### src/common/alu_cfg.svh
// Width defines for the integer ALU: data, command word and immediate field

`ifndef ALU_CFG_SVH
`define ALU_CFG_SVH

// Operand and result width
`define ALU_XLEN 32

// Command word width
// Holds opcode, is_imm and the immediate field
`define ALU_CMD_W 16

// Immediate field width, signed
`define ALU_IMM_W 11

`endif

### src/common/alu_cmd_pkg.sv
// Command package: opcode constants and the register/immediate command union

`include "alu_cfg.svh"

package alu_cmd_pkg;

    // Opcode field width, whatever is left of the word
    localparam int OP_W = `ALU_CMD_W - `ALU_IMM_W - 1;

    // Opcodes, 11 to 15 unused
    localparam logic [OP_W-1:0] OP_ADD  = 4'd0;
    localparam logic [OP_W-1:0] OP_SUB  = 4'd1;
    localparam logic [OP_W-1:0] OP_SLT  = 4'd2;
    localparam logic [OP_W-1:0] OP_SLTU = 4'd3;
    localparam logic [OP_W-1:0] OP_MIN  = 4'd4;
    localparam logic [OP_W-1:0] OP_MAX  = 4'd5;
    localparam logic [OP_W-1:0] OP_MINU = 4'd6;
    localparam logic [OP_W-1:0] OP_MAXU = 4'd7;
    localparam logic [OP_W-1:0] OP_AND  = 4'd8;
    localparam logic [OP_W-1:0] OP_OR   = 4'd9;
    localparam logic [OP_W-1:0] OP_XOR  = 4'd10;

    // One command word, two views
    // is_imm picks which one is meaningful
    typedef union packed {
        struct packed {
            logic [OP_W-1:0]       opcode;
            logic                  is_imm;
            logic [`ALU_IMM_W-1:0] rsvd;
        } reg_form;
        struct packed {
            logic [OP_W-1:0]              opcode;
            logic                         is_imm;
            logic signed [`ALU_IMM_W-1:0] imm;
        } imm_form;
    } alu_cmd_u;

endpackage

### src/common/alu_flag_pkg.sv
// Flag package: flag vector width and the zero, negative, carry, overflow positions

package alu_flag_pkg;

    // Width of the flag vector
    localparam int FLAG_W = 4;

    // Result equals zero
    localparam int FLAG_ZERO = 0;

    // Top bit of the result
    localparam int FLAG_NEG = 1;

    // Unsigned carry out of the adder
    // For SUB and compares, 1 means no borrow
    localparam int FLAG_CARRY = 2;

    // Signed overflow of the adder operation
    localparam int FLAG_OVF = 3;

endpackage

### src/hdl/ks_adder.sv
// Kogge-Stone parallel-prefix adder with sum and carry out, combinational

module ks_adder #(
    parameter int N = 16
) (
    input  logic [N-1:0] dataa,
    input  logic [N-1:0] datab,
    output logic [N-1:0] sum,
    output logic         cout
);

    // Number of prefix levels
    localparam int LEVELS = $clog2(N);

    // Generate and propagate per level, level 0 is bitwise
    logic [N-1:0] gen [LEVELS+1];
    logic [N-1:0] prp [LEVELS+1];

    // Bitwise generate and propagate
    for (genvar i = 0; i < N; i++) begin : g_bit_gp
        assign gen[0][i] = dataa[i] & datab[i];
        assign prp[0][i] = dataa[i] ^ datab[i];
    end

    // Prefix tree, span doubles each level
    for (genvar k = 1; k <= LEVELS; k++) begin : g_level
        localparam int SPAN = 1 << (k - 1);
        for (genvar i = 0; i < N; i++) begin : g_node
            if (i >= SPAN) begin : g_merge
                // Combine with the group SPAN bits below
                assign gen[k][i] = gen[k-1][i] | (prp[k-1][i] & gen[k-1][i-SPAN]);
                assign prp[k][i] = prp[k-1][i] & prp[k-1][i-SPAN];
            end else begin : g_keep
                // Group already reaches bit 0
                assign gen[k][i] = gen[k-1][i];
                assign prp[k][i] = prp[k-1][i];
            end
        end
    end

    // No carry into bit 0
    assign sum[0] = prp[0][0];

    // Carry into bit i is the full prefix generate of bit i-1
    for (genvar i = 1; i < N; i++) begin : g_sum
        assign sum[i] = prp[0][i] ^ gen[LEVELS][i-1];
    end

    // Unsigned carry out of the top bit
    assign cout = gen[LEVELS][N-1];

endmodule

### src/alu/alu_decode.sv
// Stage 1 of the ALU: command decode, operand B select and stage-1 register

`include "alu_cfg.svh"

module alu_decode (
    input  logic                     clk,
    input  logic                     rst_n,
    input  logic                     valid_in,
    input  alu_cmd_pkg::alu_cmd_u    cmd,
    input  logic [`ALU_XLEN-1:0]     rs1,
    input  logic [`ALU_XLEN-1:0]     rs2,
    output logic                     dec_valid,
    output logic [3:0]               dec_op,
    output logic [`ALU_XLEN-1:0]     dec_a,
    output logic [`ALU_XLEN-1:0]     dec_b
);

    // Operand B before the register
    logic [`ALU_XLEN-1:0] opb;

    // Sign-extended immediate
    logic [`ALU_XLEN-1:0] imm_ext;

    // Immediate form, replicate the sign bit up to full width
    assign imm_ext = {{(`ALU_XLEN - `ALU_IMM_W){cmd.imm_form.imm[`ALU_IMM_W-1]}},
                      cmd.imm_form.imm};

    // is_imm selects the view of the word
    always_comb begin
        if (cmd.reg_form.is_imm) begin
            opb = imm_ext;
        end else begin
            opb = rs2;
        end
    end

    // Valid bit of stage 1
    always_ff @(posedge clk or negedge rst_n) begin
        if (!rst_n) begin
            dec_valid <= 1'b0;
        end else begin
            dec_valid <= valid_in;
        end
    end

    // Operands and opcode, held while no command arrives
    always_ff @(posedge clk) begin
        if (valid_in) begin
            dec_op <= cmd.reg_form.opcode;
            dec_a  <= rs1;
            dec_b  <= opb;
        end
    end

endmodule

### src/alu/alu_exec.sv
// Stage 2 of the ALU: shared prefix adder, compare, min/max, logic ops, flags, output register

`include "alu_cfg.svh"

module alu_exec (
    input  logic                             clk,
    input  logic                             rst_n,
    input  logic                             dec_valid,
    input  logic [3:0]                       dec_op,
    input  logic [`ALU_XLEN-1:0]             dec_a,
    input  logic [`ALU_XLEN-1:0]             dec_b,
    output logic                             valid_out,
    output logic [`ALU_XLEN-1:0]             result,
    output logic [alu_flag_pkg::FLAG_W-1:0]  flags
);

    // Adder is one bit wider, the extra low bit carries the +1 of SUB
    localparam int AW = `ALU_XLEN + 1;

    logic                 use_sub;
    logic                 arith;
    logic [`ALU_XLEN-1:0] opb;
    logic [AW-1:0]        add_a;
    logic [AW-1:0]        add_b;
    logic [AW-1:0]        add_sum;
    logic                 add_cout;
    logic [`ALU_XLEN-1:0] diff;
    logic                 ovf;
    logic                 lt_s;
    logic                 lt_u;
    logic [`ALU_XLEN-1:0] res_d;
    logic [alu_flag_pkg::FLAG_W-1:0] flags_d;

    // SUB and all compares run a - b
    assign use_sub = (dec_op >= alu_cmd_pkg::OP_SUB) && (dec_op <= alu_cmd_pkg::OP_MAXU);
    // Ops whose carry and overflow flags are meaningful
    assign arith   = (dec_op <= alu_cmd_pkg::OP_MAXU);

    // Invert B for subtraction
    assign opb   = use_sub ? ~dec_b : dec_b;
    // Two low ones generate the carry into bit 1, two zeros add nothing
    assign add_a = {dec_a, use_sub};
    assign add_b = {opb, use_sub};

    ks_adder #(
        .N (AW)
    ) i_adder (
        .dataa (add_a),
        .datab (add_b),
        .sum   (add_sum),
        .cout  (add_cout)
    );

    // Drop the injected carry bit
    assign diff = add_sum[AW-1:1];

    // Same-signed adder inputs, sum of the other sign
    assign ovf  = (dec_a[`ALU_XLEN-1] == opb[`ALU_XLEN-1]) &&
                  (diff[`ALU_XLEN-1] != dec_a[`ALU_XLEN-1]);
    assign lt_s = diff[`ALU_XLEN-1] ^ ovf;
    // Borrow means a < b unsigned
    assign lt_u = ~add_cout;

    // Result select
    always_comb begin
        case (dec_op)
            alu_cmd_pkg::OP_ADD,
            alu_cmd_pkg::OP_SUB:  res_d = diff;
            alu_cmd_pkg::OP_SLT:  res_d = {{(`ALU_XLEN-1){1'b0}}, lt_s};
            alu_cmd_pkg::OP_SLTU: res_d = {{(`ALU_XLEN-1){1'b0}}, lt_u};
            alu_cmd_pkg::OP_MIN:  res_d = lt_s ? dec_a : dec_b;
            alu_cmd_pkg::OP_MAX:  res_d = lt_s ? dec_b : dec_a;
            alu_cmd_pkg::OP_MINU: res_d = lt_u ? dec_a : dec_b;
            alu_cmd_pkg::OP_MAXU: res_d = lt_u ? dec_b : dec_a;
            alu_cmd_pkg::OP_AND:  res_d = dec_a & dec_b;
            alu_cmd_pkg::OP_OR:   res_d = dec_a | dec_b;
            alu_cmd_pkg::OP_XOR:  res_d = dec_a ^ dec_b;
            default:              res_d = '0;
        endcase
    end

    // Flags from the selected result and the adder
    always_comb begin
        flags_d = '0;
        flags_d[alu_flag_pkg::FLAG_ZERO]  = (res_d == '0);
        flags_d[alu_flag_pkg::FLAG_NEG]   = res_d[`ALU_XLEN-1];
        flags_d[alu_flag_pkg::FLAG_CARRY] = arith & add_cout;
        flags_d[alu_flag_pkg::FLAG_OVF]   = arith & ovf;
    end

    // Output register, loads only on a valid stage-1 entry
    always_ff @(posedge clk or negedge rst_n) begin
        if (!rst_n) begin
            valid_out <= 1'b0;
            result    <= '0;
            flags     <= '0;
        end else begin
            valid_out <= dec_valid;
            if (dec_valid) begin
                result <= res_d;
                flags  <= flags_d;
            end
        end
    end

endmodule

### src/hdl/int_alu_top.sv
// Top level of the two-stage integer ALU: decode stage feeding execute stage

`include "alu_cfg.svh"

module int_alu_top (
    input  logic                             clk,
    input  logic                             rst_n,
    input  logic                             valid_in,
    input  alu_cmd_pkg::alu_cmd_u            cmd,
    input  logic [`ALU_XLEN-1:0]             rs1,
    input  logic [`ALU_XLEN-1:0]             rs2,
    output logic                             valid_out,
    output logic [`ALU_XLEN-1:0]             result,
    output logic [alu_flag_pkg::FLAG_W-1:0]  flags
);

    // Stage 1 to stage 2
    logic                 dec_valid;
    logic [3:0]           dec_op;
    logic [`ALU_XLEN-1:0] dec_a;
    logic [`ALU_XLEN-1:0] dec_b;

    alu_decode i_decode (
        .clk       (clk),
        .rst_n     (rst_n),
        .valid_in  (valid_in),
        .cmd       (cmd),
        .rs1       (rs1),
        .rs2       (rs2),
        .dec_valid (dec_valid),
        .dec_op    (dec_op),
        .dec_a     (dec_a),
        .dec_b     (dec_b)
    );

    alu_exec i_exec (
        .clk       (clk),
        .rst_n     (rst_n),
        .dec_valid (dec_valid),
        .dec_op    (dec_op),
        .dec_a     (dec_a),
        .dec_b     (dec_b),
        .valid_out (valid_out),
        .result    (result),
        .flags     (flags)
    );

endmodule

### config.mk
export PLATFORM = sky130hd
export DESIGN_NAME = int_alu_top
export DESIGN_NICKNAME = d
export VERILOG_FILES = /design/src/common/alu_cmd_pkg.sv /design/src/common/alu_flag_pkg.sv /design/src/hdl/ks_adder.sv /design/src/alu/alu_decode.sv /design/src/alu/alu_exec.sv /design/src/hdl/int_alu_top.sv
export VERILOG_INCLUDE_DIRS = /design/src /design/src/common
export SDC_FILE = /design/constraint.sdc
export NUM_CORES = 1
export LEC_CHECK = 0
export BUFFER_PORTS_ARGS = -buffer_cell sky130_fd_sc_hd__buf_4
export CELL_PAD_IN_SITES_DETAIL_PLACEMENT = 1
export CELL_PAD_IN_SITES_GLOBAL_PLACEMENT = 1
export CORE_UTILIZATION = 46
export DETAILED_ROUTE_END_ITERATION = 10
export HOLD_SLACK_MARGIN = 0.08
export PLACE_DENSITY_LB_ADDON = 0.15
export RECOVER_POWER = 100
export SLEW_MARGIN = 20
export SYNTH_ARGS = -nofsm -noshare
export SYNTH_HDL_FRONTEND = slang
export SYNTH_HIERARCHICAL = 1
export SYNTH_SLANG_ARGS = --single-unit
### constraint.sdc
create_clock -name clk -period 8 [get_ports clk]
set_input_delay 2.4 -clock clk [delete_from_list [all_inputs] [get_ports clk]]
set_output_delay 2.4 -clock clk [all_outputs]
set_load 0.02 [all_outputs]
Word-level counts from Yosys, hierarchy flattened
Index checks and enable logic that the tools add are counted.
{ "word_totals": {"reg_bits": 106, "inputBits": 83, "output_inout_bits": 37, "mem_count": 0, "mem_bits_rw": 0, "latch_bits": 0, "mem_bits_ro": 0} }
{ "op_classes": {"n_bitwise": 477, "mux": 7, "n_addsub": 0, "order_cmp": 2, "n_eq_ne": 12, "n_mul": 0, "div_mod_pow": 0, "n_reduce_logical": 5, "shifts": 0} }
{ "op_table": {"columns": ["cell", "count"], "rows": [
  ["$pmux W32 S10", 1],
  ["$and A1 B1 Y1", 272],
  ["$mux W32", 6],
  ["$or A1 B1 Y1", 135],
  ["$xor A1 B1 Y1", 65],
  ["$and A32 B32 Y32", 1],
  ["$logic_not A32 Y1", 1],
  ["$not A32 Y32", 1],
  ["$or A32 B32 Y32", 1],
  ["$xor A32 B32 Y32", 1],
  ["$eq A4 B3 Y1 const B", 4],
  ["$eq A4 B4 Y1 const B", 3],
  ["$eq A4 B2 Y1 const B", 2],
  ["$eq A4 B1 Y1 const B", 1],
  ["$ge A4 B1 Y1 const B", 1],
  ["$le A4 B3 Y1 const B", 1],
  ["$logic_not A4 Y1", 1],
  ["$logic_and A1 B1 Y1", 2],
  ["$reduce_or A2 Y1", 1],
  ["$eq A1 B1 Y1", 1],
  ["$ne A1 B1 Y1", 1],
  ["$not A1 Y1", 1]
]} }

Logic depth before layout (Yosys ltp)
{ "logic_depth": {"ltp_word": 21, "ltp_mapped": 26, "depth_no_buf": 20} }

By module
The synthesis kept the hierarchy.
{ "modules_own_cells": {"columns": ["mod", "n_inst", "seq_area_each_um2", "area_per_inst_um2", "cells_each"], "rows": [
  ["alu_exec", 1, 900.9, 4739.5, 567],
  ["alu_decode", 1, 2067.0, 2618.8, 107],
  ["ks_adder", 1, 0.0, 1855.5, 252]
]} }

Worst setup path after synthesis
No wires, ideal clock.
{ "synth_timing": {"path_type": "register to register", "from": "register i_decode.dec_op[1]", "to": "register i_exec/flags[0] (netlist bit)", "slack_ns": 1.874, "arrival_time_ns": 6.031, "path_buffers": 6, "path_stages_with_launch": 27, "path_cell_list": "edfxtp_1 > clkbuf_1 > buf_2 > buf_1 > nor2_1 > a21oi_1 > buf_2 > ha_1 > inv_1 > fa_1 > nand2b_1 > a21oi_2 > o22ai_2 > o21ai_4 > a41oi_2 > o21a_1 > o311ai_1 > or2_2 > clkbuf_1 > o311a_1 > nor2_1 > a21o_1 > buf_6 > a221o_1 > nor4_2 > nand4_1 > o32ai_2"} }
{ "synth_via": {"elab_chain_cells": 21, "elab_cells_between_ends": 496, "cone_classes": "order compare (2); eq/ne (12); mux (6); bitwise (471); reduce/logical (5)"} }
{ "synth_lines": {"columns": ["item", "line_no", "text"], "rows": [
  ["start: declaration", "alu_decode.sv:13", "output logic [3:0] dec_op,"],
  ["start signal: assignment", "alu_decode.sv:49", "dec_op <= cmd.reg_form.opcode;"],
  ["$ge A4 B1 Y1 / $le A4 B3 Y1 (equally long branches)", "alu_exec.sv:35", "assign use_sub = (dec_op >= alu_cmd_pkg::OP_SUB) && (dec_op <= alu_cmd_pkg::OP_MAXU);"],
  ["$logic_and A1 B1 Y1 *", "alu_exec.sv:35", null],
  ["via i_exec.use_sub", "alu_exec.sv:20", "logic use_sub;"],
  ["$mux W32", "alu_exec.sv:40", "assign opb = use_sub ? ~dec_b : dec_b;"],
  ["$xor A1 B1 Y1", "ks_adder.sv:22", "assign prp[0][i] = dataa[i] ^ datab[i];"],
  ["$and A1 B1 Y1", "ks_adder.sv:31", "assign gen[k][i] = gen[k-1][i] | (prp[k-1][i] & gen[k-1][i-SPAN]);"],
  ["$or A1 B1 Y1", "ks_adder.sv:31", null],
  ["$and A1 B1 Y1", "ks_adder.sv:31", null],
  ["[7 not listed]", null, null],
  ["$xor A1 B1 Y1 *", "ks_adder.sv:46", "assign sum[i] = prp[0][i] ^ gen[LEVELS][i-1];"],
  ["via i_exec.add_sum[32]", "alu_exec.sv:25", "logic [AW-1:0] add_sum;"],
  ["$ne A1 B1 Y1", "alu_exec.sv:59", "(diff[`ALU_XLEN-1] != dec_a[`ALU_XLEN-1]);"],
  ["$logic_and A1 B1 Y1", "alu_exec.sv:58", "assign ovf = (dec_a[`ALU_XLEN-1] == opb[`ALU_XLEN-1]) &&"],
  ["$xor A1 B1 Y1", "alu_exec.sv:60", "assign lt_s = diff[`ALU_XLEN-1] ^ ovf;"],
  ["$mux W32 (on tied branches)", "alu_exec.sv:72, alu_exec.sv:71", null],
  ["$pmux W32 S10 *", "alu_exec.sv:66", "case (dec_op)"],
  ["$logic_not A32 Y1 *", "alu_exec.sv:85", "flags_d[alu_flag_pkg::FLAG_ZERO] = (res_d == '0);"],
  ["end signal: assignment", "alu_exec.sv:101", "flags <= flags_d;"],
  ["end: declaration", "alu_exec.sv:14", "output logic [alu_flag_pkg::FLAG_W-1:0] flags"]
]} }
The timed path passes the listed nets; every way through them passes the cells marked *.
A chain may end at the register's enable or synchronous reset.

Final worst setup path
{ "layout_timing": {"from": "register i_decode.dec_op[2]", "to": "register i_exec/flags[0] (netlist bit)"} }
{ "layout_via": {"elab_cells_between_ends": 496, "cone_classes": "order compare (2); eq/ne (12); mux (6); bitwise (471); reduce/logical (5)"} }
{ "layout_lines": {"columns": ["item", "line_no", "text"], "rows": [
  ["$ge A4 B1 Y1 / $le A4 B3 Y1 (equally long branches)", "alu_exec.sv:35", null],
  ["$logic_and A1 B1 Y1 *", "alu_exec.sv:35", null],
  ["$mux W32 *", "alu_exec.sv:40", null],
  ["via i_exec.opb[4]", "alu_exec.sv:22", "logic [`ALU_XLEN-1:0] opb;"],
  ["$xor A1 B1 Y1", "ks_adder.sv:22", null],
  ["$and A1 B1 Y1", "ks_adder.sv:31", null],
  ["$or A1 B1 Y1", "ks_adder.sv:31", null],
  ["$and A1 B1 Y1", "ks_adder.sv:31", null],
  ["[6 not listed]", null, null],
  ["$xor A1 B1 Y1 *", "ks_adder.sv:46", null],
  ["via i_exec.add_sum[32]", "alu_exec.sv:25", null],
  ["$ne A1 B1 Y1", "alu_exec.sv:59", null],
  ["$logic_and A1 B1 Y1", "alu_exec.sv:58", null],
  ["$xor A1 B1 Y1", "alu_exec.sv:60", null],
  ["$mux W32 (on tied branches)", "alu_exec.sv:72, alu_exec.sv:71", null],
  ["$pmux W32 S10 *", "alu_exec.sv:66", null],
  ["$logic_not A32 Y1 *", "alu_exec.sv:85", null]
]} }
Marks and branches as above.

==> results.cfg <==
[synthesis]
ys_ff_latch = 105
syn_inst = 926
syn_nets = 1107
synth_cell_type_count = 89
avgSynthCellArea_um2 = 9.950
synth_edf_count = 68
synth_flop_cell = edfxtp_1
synth-seq-area-share_pct = 32.21
netlist_area_mm2 = 0.009214
async_reset_ff_share_pct = 35.24
yosysWarnings = 6
synth_area_leaders = edfxtp_1, ha_1, dfrtp_1
synth_top_area_share_pct = 22.16
synth.largest_area_cell = edfxtp_1

[run]
maxCapViolCount = 4

[power]
seqPwrFrac_pct = 32.2
p_clk_share_pct = 21.0
leakage_nw = 4.371
p_switching_mw = 1.014
p_int_mw = 1.301
combinationalPowerShare_pct = 46.8
switching_share_pct = 43.79
power_density_mw_per_mm2 = 224.6
max-vdd-ir-drop_mv = 0.1116

[global_route]
grt_max_degree = 70
grt_overflow = 0
grt_pass1_wl_um = 48000
first_global_vias = 7954
antenna_found_initial = 0
grt_use_total_pct = 31.72

[clock_tree]
cts_tree = done
root_buffer = clkbuf_16
cts_made_buffers = 9
cts.reportedPaths.clkPinSlew_ns = 0.09
clock_latency_ns = 0.37
clockBufferDepth = 2
cts-resized-gates = 0
hold_buffers = 0
htree_levels = 3
cts_num_sinks = 105
cts_setup_buffers = 0

[layout]
syn2layout_area_growth_pct = 11.85
diodes = 0
fin_nets = 1197
drive_gt1_share_pct = 15.87

[floorplanning]
num_rows = 51
dieArea_mm2 = 0.02060
ioPinCount = 120
initial_core_util_pct = 47.19
coreArea_mm2 = 0.01953
die_w_um = 143.5
dieHeight_um = 143.5

[route]
drt_iter0_drc = 746
vias = 7934
routedWlPerCell_um = 24.93
routed_wl_um = 32060
drcViolationCount = 0
via_per_inst = 6.170
antenna_left = 0
drt_first_pass_iters = 6

[run_status]
violations = max-capacitance violations, max-slew violations
status = finished, violations left

[timing]
setup_viol = 0
min_period_over_period_pct = 90.40
worst_pin_slew_ns = 3.909
fmax_mhz = 138.3
clock_skew_ns = 0.01260
holdWs_ns = 0.5143
rsz0062_at_grt = no
tns_ns = 0
period_minus_slack_ns = 7.232
report.final.hold_viol_count = 0
maxSlewHeadroom_pct = -160.6
finalMaxSlewViolations = 189

[setup_path]
ff2ff_setup_slack_ns = 0.77
cp_data_required_time_ns = 8.26
worstPathMaxFanout = 27
arrival_ns = 7.50
end_kind = flip-flop
criticalPathCategory = flip-flop to flip-flop
cp-start-kind = flip-flop

[hold_path]
min_path_type = flip-flop to flip-flop

[placement]
gp_congestion = 0.9895
dp_hpwl_um = 24080
numPortBuffers = 119
-- final cells by class --
type | count | area [um^2]
sequential | 105 | 2968
clock inverter | 7 | 91.34
tap | 265 | 331.6
multi-input combinational | 682 | 5549
timing repair buffer | 130 | 810.8
clock buffer | 9 | 225.2
inverter | 88 | 330.3
fill | 2244 | 9220
-- worst paths after layout --
kind,startpoint,to,cells after the start
max,i_decode/dec_op[2]$_DFFE_PP_,i_exec/flags[0]$_DFFE_PN0P_,21
min,i_exec/result[4]$_DFFE_PN0P_,i_exec/result[4]$_DFFE_PN0P_,1
max reg2reg,i_decode/dec_op[2]$_DFFE_PP_,i_exec/flags[0]$_DFFE_PN0P_,21
min reg2reg,i_exec/result[4]$_DFFE_PN0P_,i_exec/result[4]$_DFFE_PN0P_,1
max in group asynchronous,rst_n,i_exec/result[8]$_DFFE_PN0P_,1
min in group asynchronous,rst_n,i_exec/valid_out$_DFF_PN0_,1
-- per-layer routing --
| metal | GRT usage [%] | share of wire, % | vias to the layer above |
|---|---|---|---|
| met2 | 49.03 | 45 | 337 |
| met3 | 6.631 | 7.9 | 48 |
| met4 | 10.19 | 2.3 | 0 |
| met1 | 44.04 | 45 | 3920 |
| li1 | - | - | 3629 |
| met5 | 0 | 0 | - |
-- cell families (layout without fill, tap and decap cells) --
logic type      Yosys count  count (layout)  synth area share (%)
flops                   105             105                 32.21
buf+inv                 139             234                 6.681
fa+ha+maj                99              99                 13.50
compound gates          269             269                 21.18
mux                      84              84                 11.09
xor+xnor                 59              59                 5.608
simple gates            171             171                 9.723
-- layout by cell type (no fill, tap or decap), types with 10 or more instances in the layout --
cell and instances:
a221o_1 24, xnor2_1 48, xor2_1 11, o221ai_1 12, o21ai_0 30, mux2_1 29, a221oi_1 13, o22ai_1 16
nand3_1 12, a21o_1 14, a22oi_1 11, nand2b_1 10, nor2_1 57, a211oi_1 13, clkbuf_4 34, buf_4 52
clkbuf_1 44, inv_1 87, ha_1 97, mux2i_1 29, a21oi_1 67, dfrtp_1 37, nand2_1 27, edfxtp_1 68
mux2_2 25, nand4_1 10
-- state kept, by name, indices dropped and copies added, names as in the netlist --
register,flops
i_decode/dec_a,32
i_exec/result,31
i_decode/dec_b,32
i_decode/dec_op,4
i_decode/dec_valid,1
i_exec/flags,4
i_exec/valid_out,1
-- synthesized netlist by cell type (4+ instances only) --
cell type,n
o21ai_1,6
a221o_1,24
nand4_1,10
buf_6,4
mux2_4,30
o32ai_1,5
a211oi_1,13
o211ai_1,4
o22ai_1,16
mux2_2,25
a21oi_1,68
nand2_1,27
xnor2_1,48
clkbuf_1,33
nor2_1,57
a22oi_1,11
buf_2,6
inv_1,87
nand3_1,12
mux2i_1,29
ha_1,97
dfrtp_1,37
a21o_1,14
nand2b_1,10
nor3_1,9
o21ai_0,30
edfxtp_1,68
and2_1,4
nor2b_1,9
o221ai_1,12
xor2_1,11
a221oi_1,13
o21a_1,4
-- power by group through the flow --
stage	registers, mW	logic [mW]	clock network, mW
5_1_grt	0.752	1.16	0.513
3_3_place_gp	0.751	1.09	0
6_report	0.744	1.08	0.486
2_1_floorplan	0.772	0.707	0
3_5_place_dp	0.751	1.11	0
4_1_cts	0.742	1.12	0.501
-- metrics by stage --
stage	total power, mW	util [%]	instance area (um^2)	cells	worst slack (ns)
2_1_floorplan	1.480	-	9214	926	1.874
3_5_place_dp	1.857	52.54	10260	1270	1.442
5_1_grt	2.430	52.78	10310	1286	0.4585
3_3_place_gp	1.838	52.54	10260	1270	1.634
4_1_cts	2.362	54.16	10580	1286	1.376
6_report	2.315	52.78	10310	1286	0.7678
-- worst max-delay path: stages, from the launching register on --
cell and delay, ns:
edfxtp_1 0.33, buf_4 0.25, nor2_1 0.15, a21oi_4 0.29
buf_4 0.50, xnor2_1 0.15, ha_1 0.40, o211ai_1 0.13
a21oi_2 0.18, o22ai_2 0.12, o21ai_4 0.25, a41oi_2 0.26
o21a_1 0.23, o311ai_0 1.13, and2_0 0.35, a2111o_1 0.18
nand3_1 0.12, and2_0 0.50, a221o_1 0.55, nor4_1 0.55
nand4_1 0.21, o32ai_2 0.25
No activity file was read; power rests on OpenSTA's default activity.
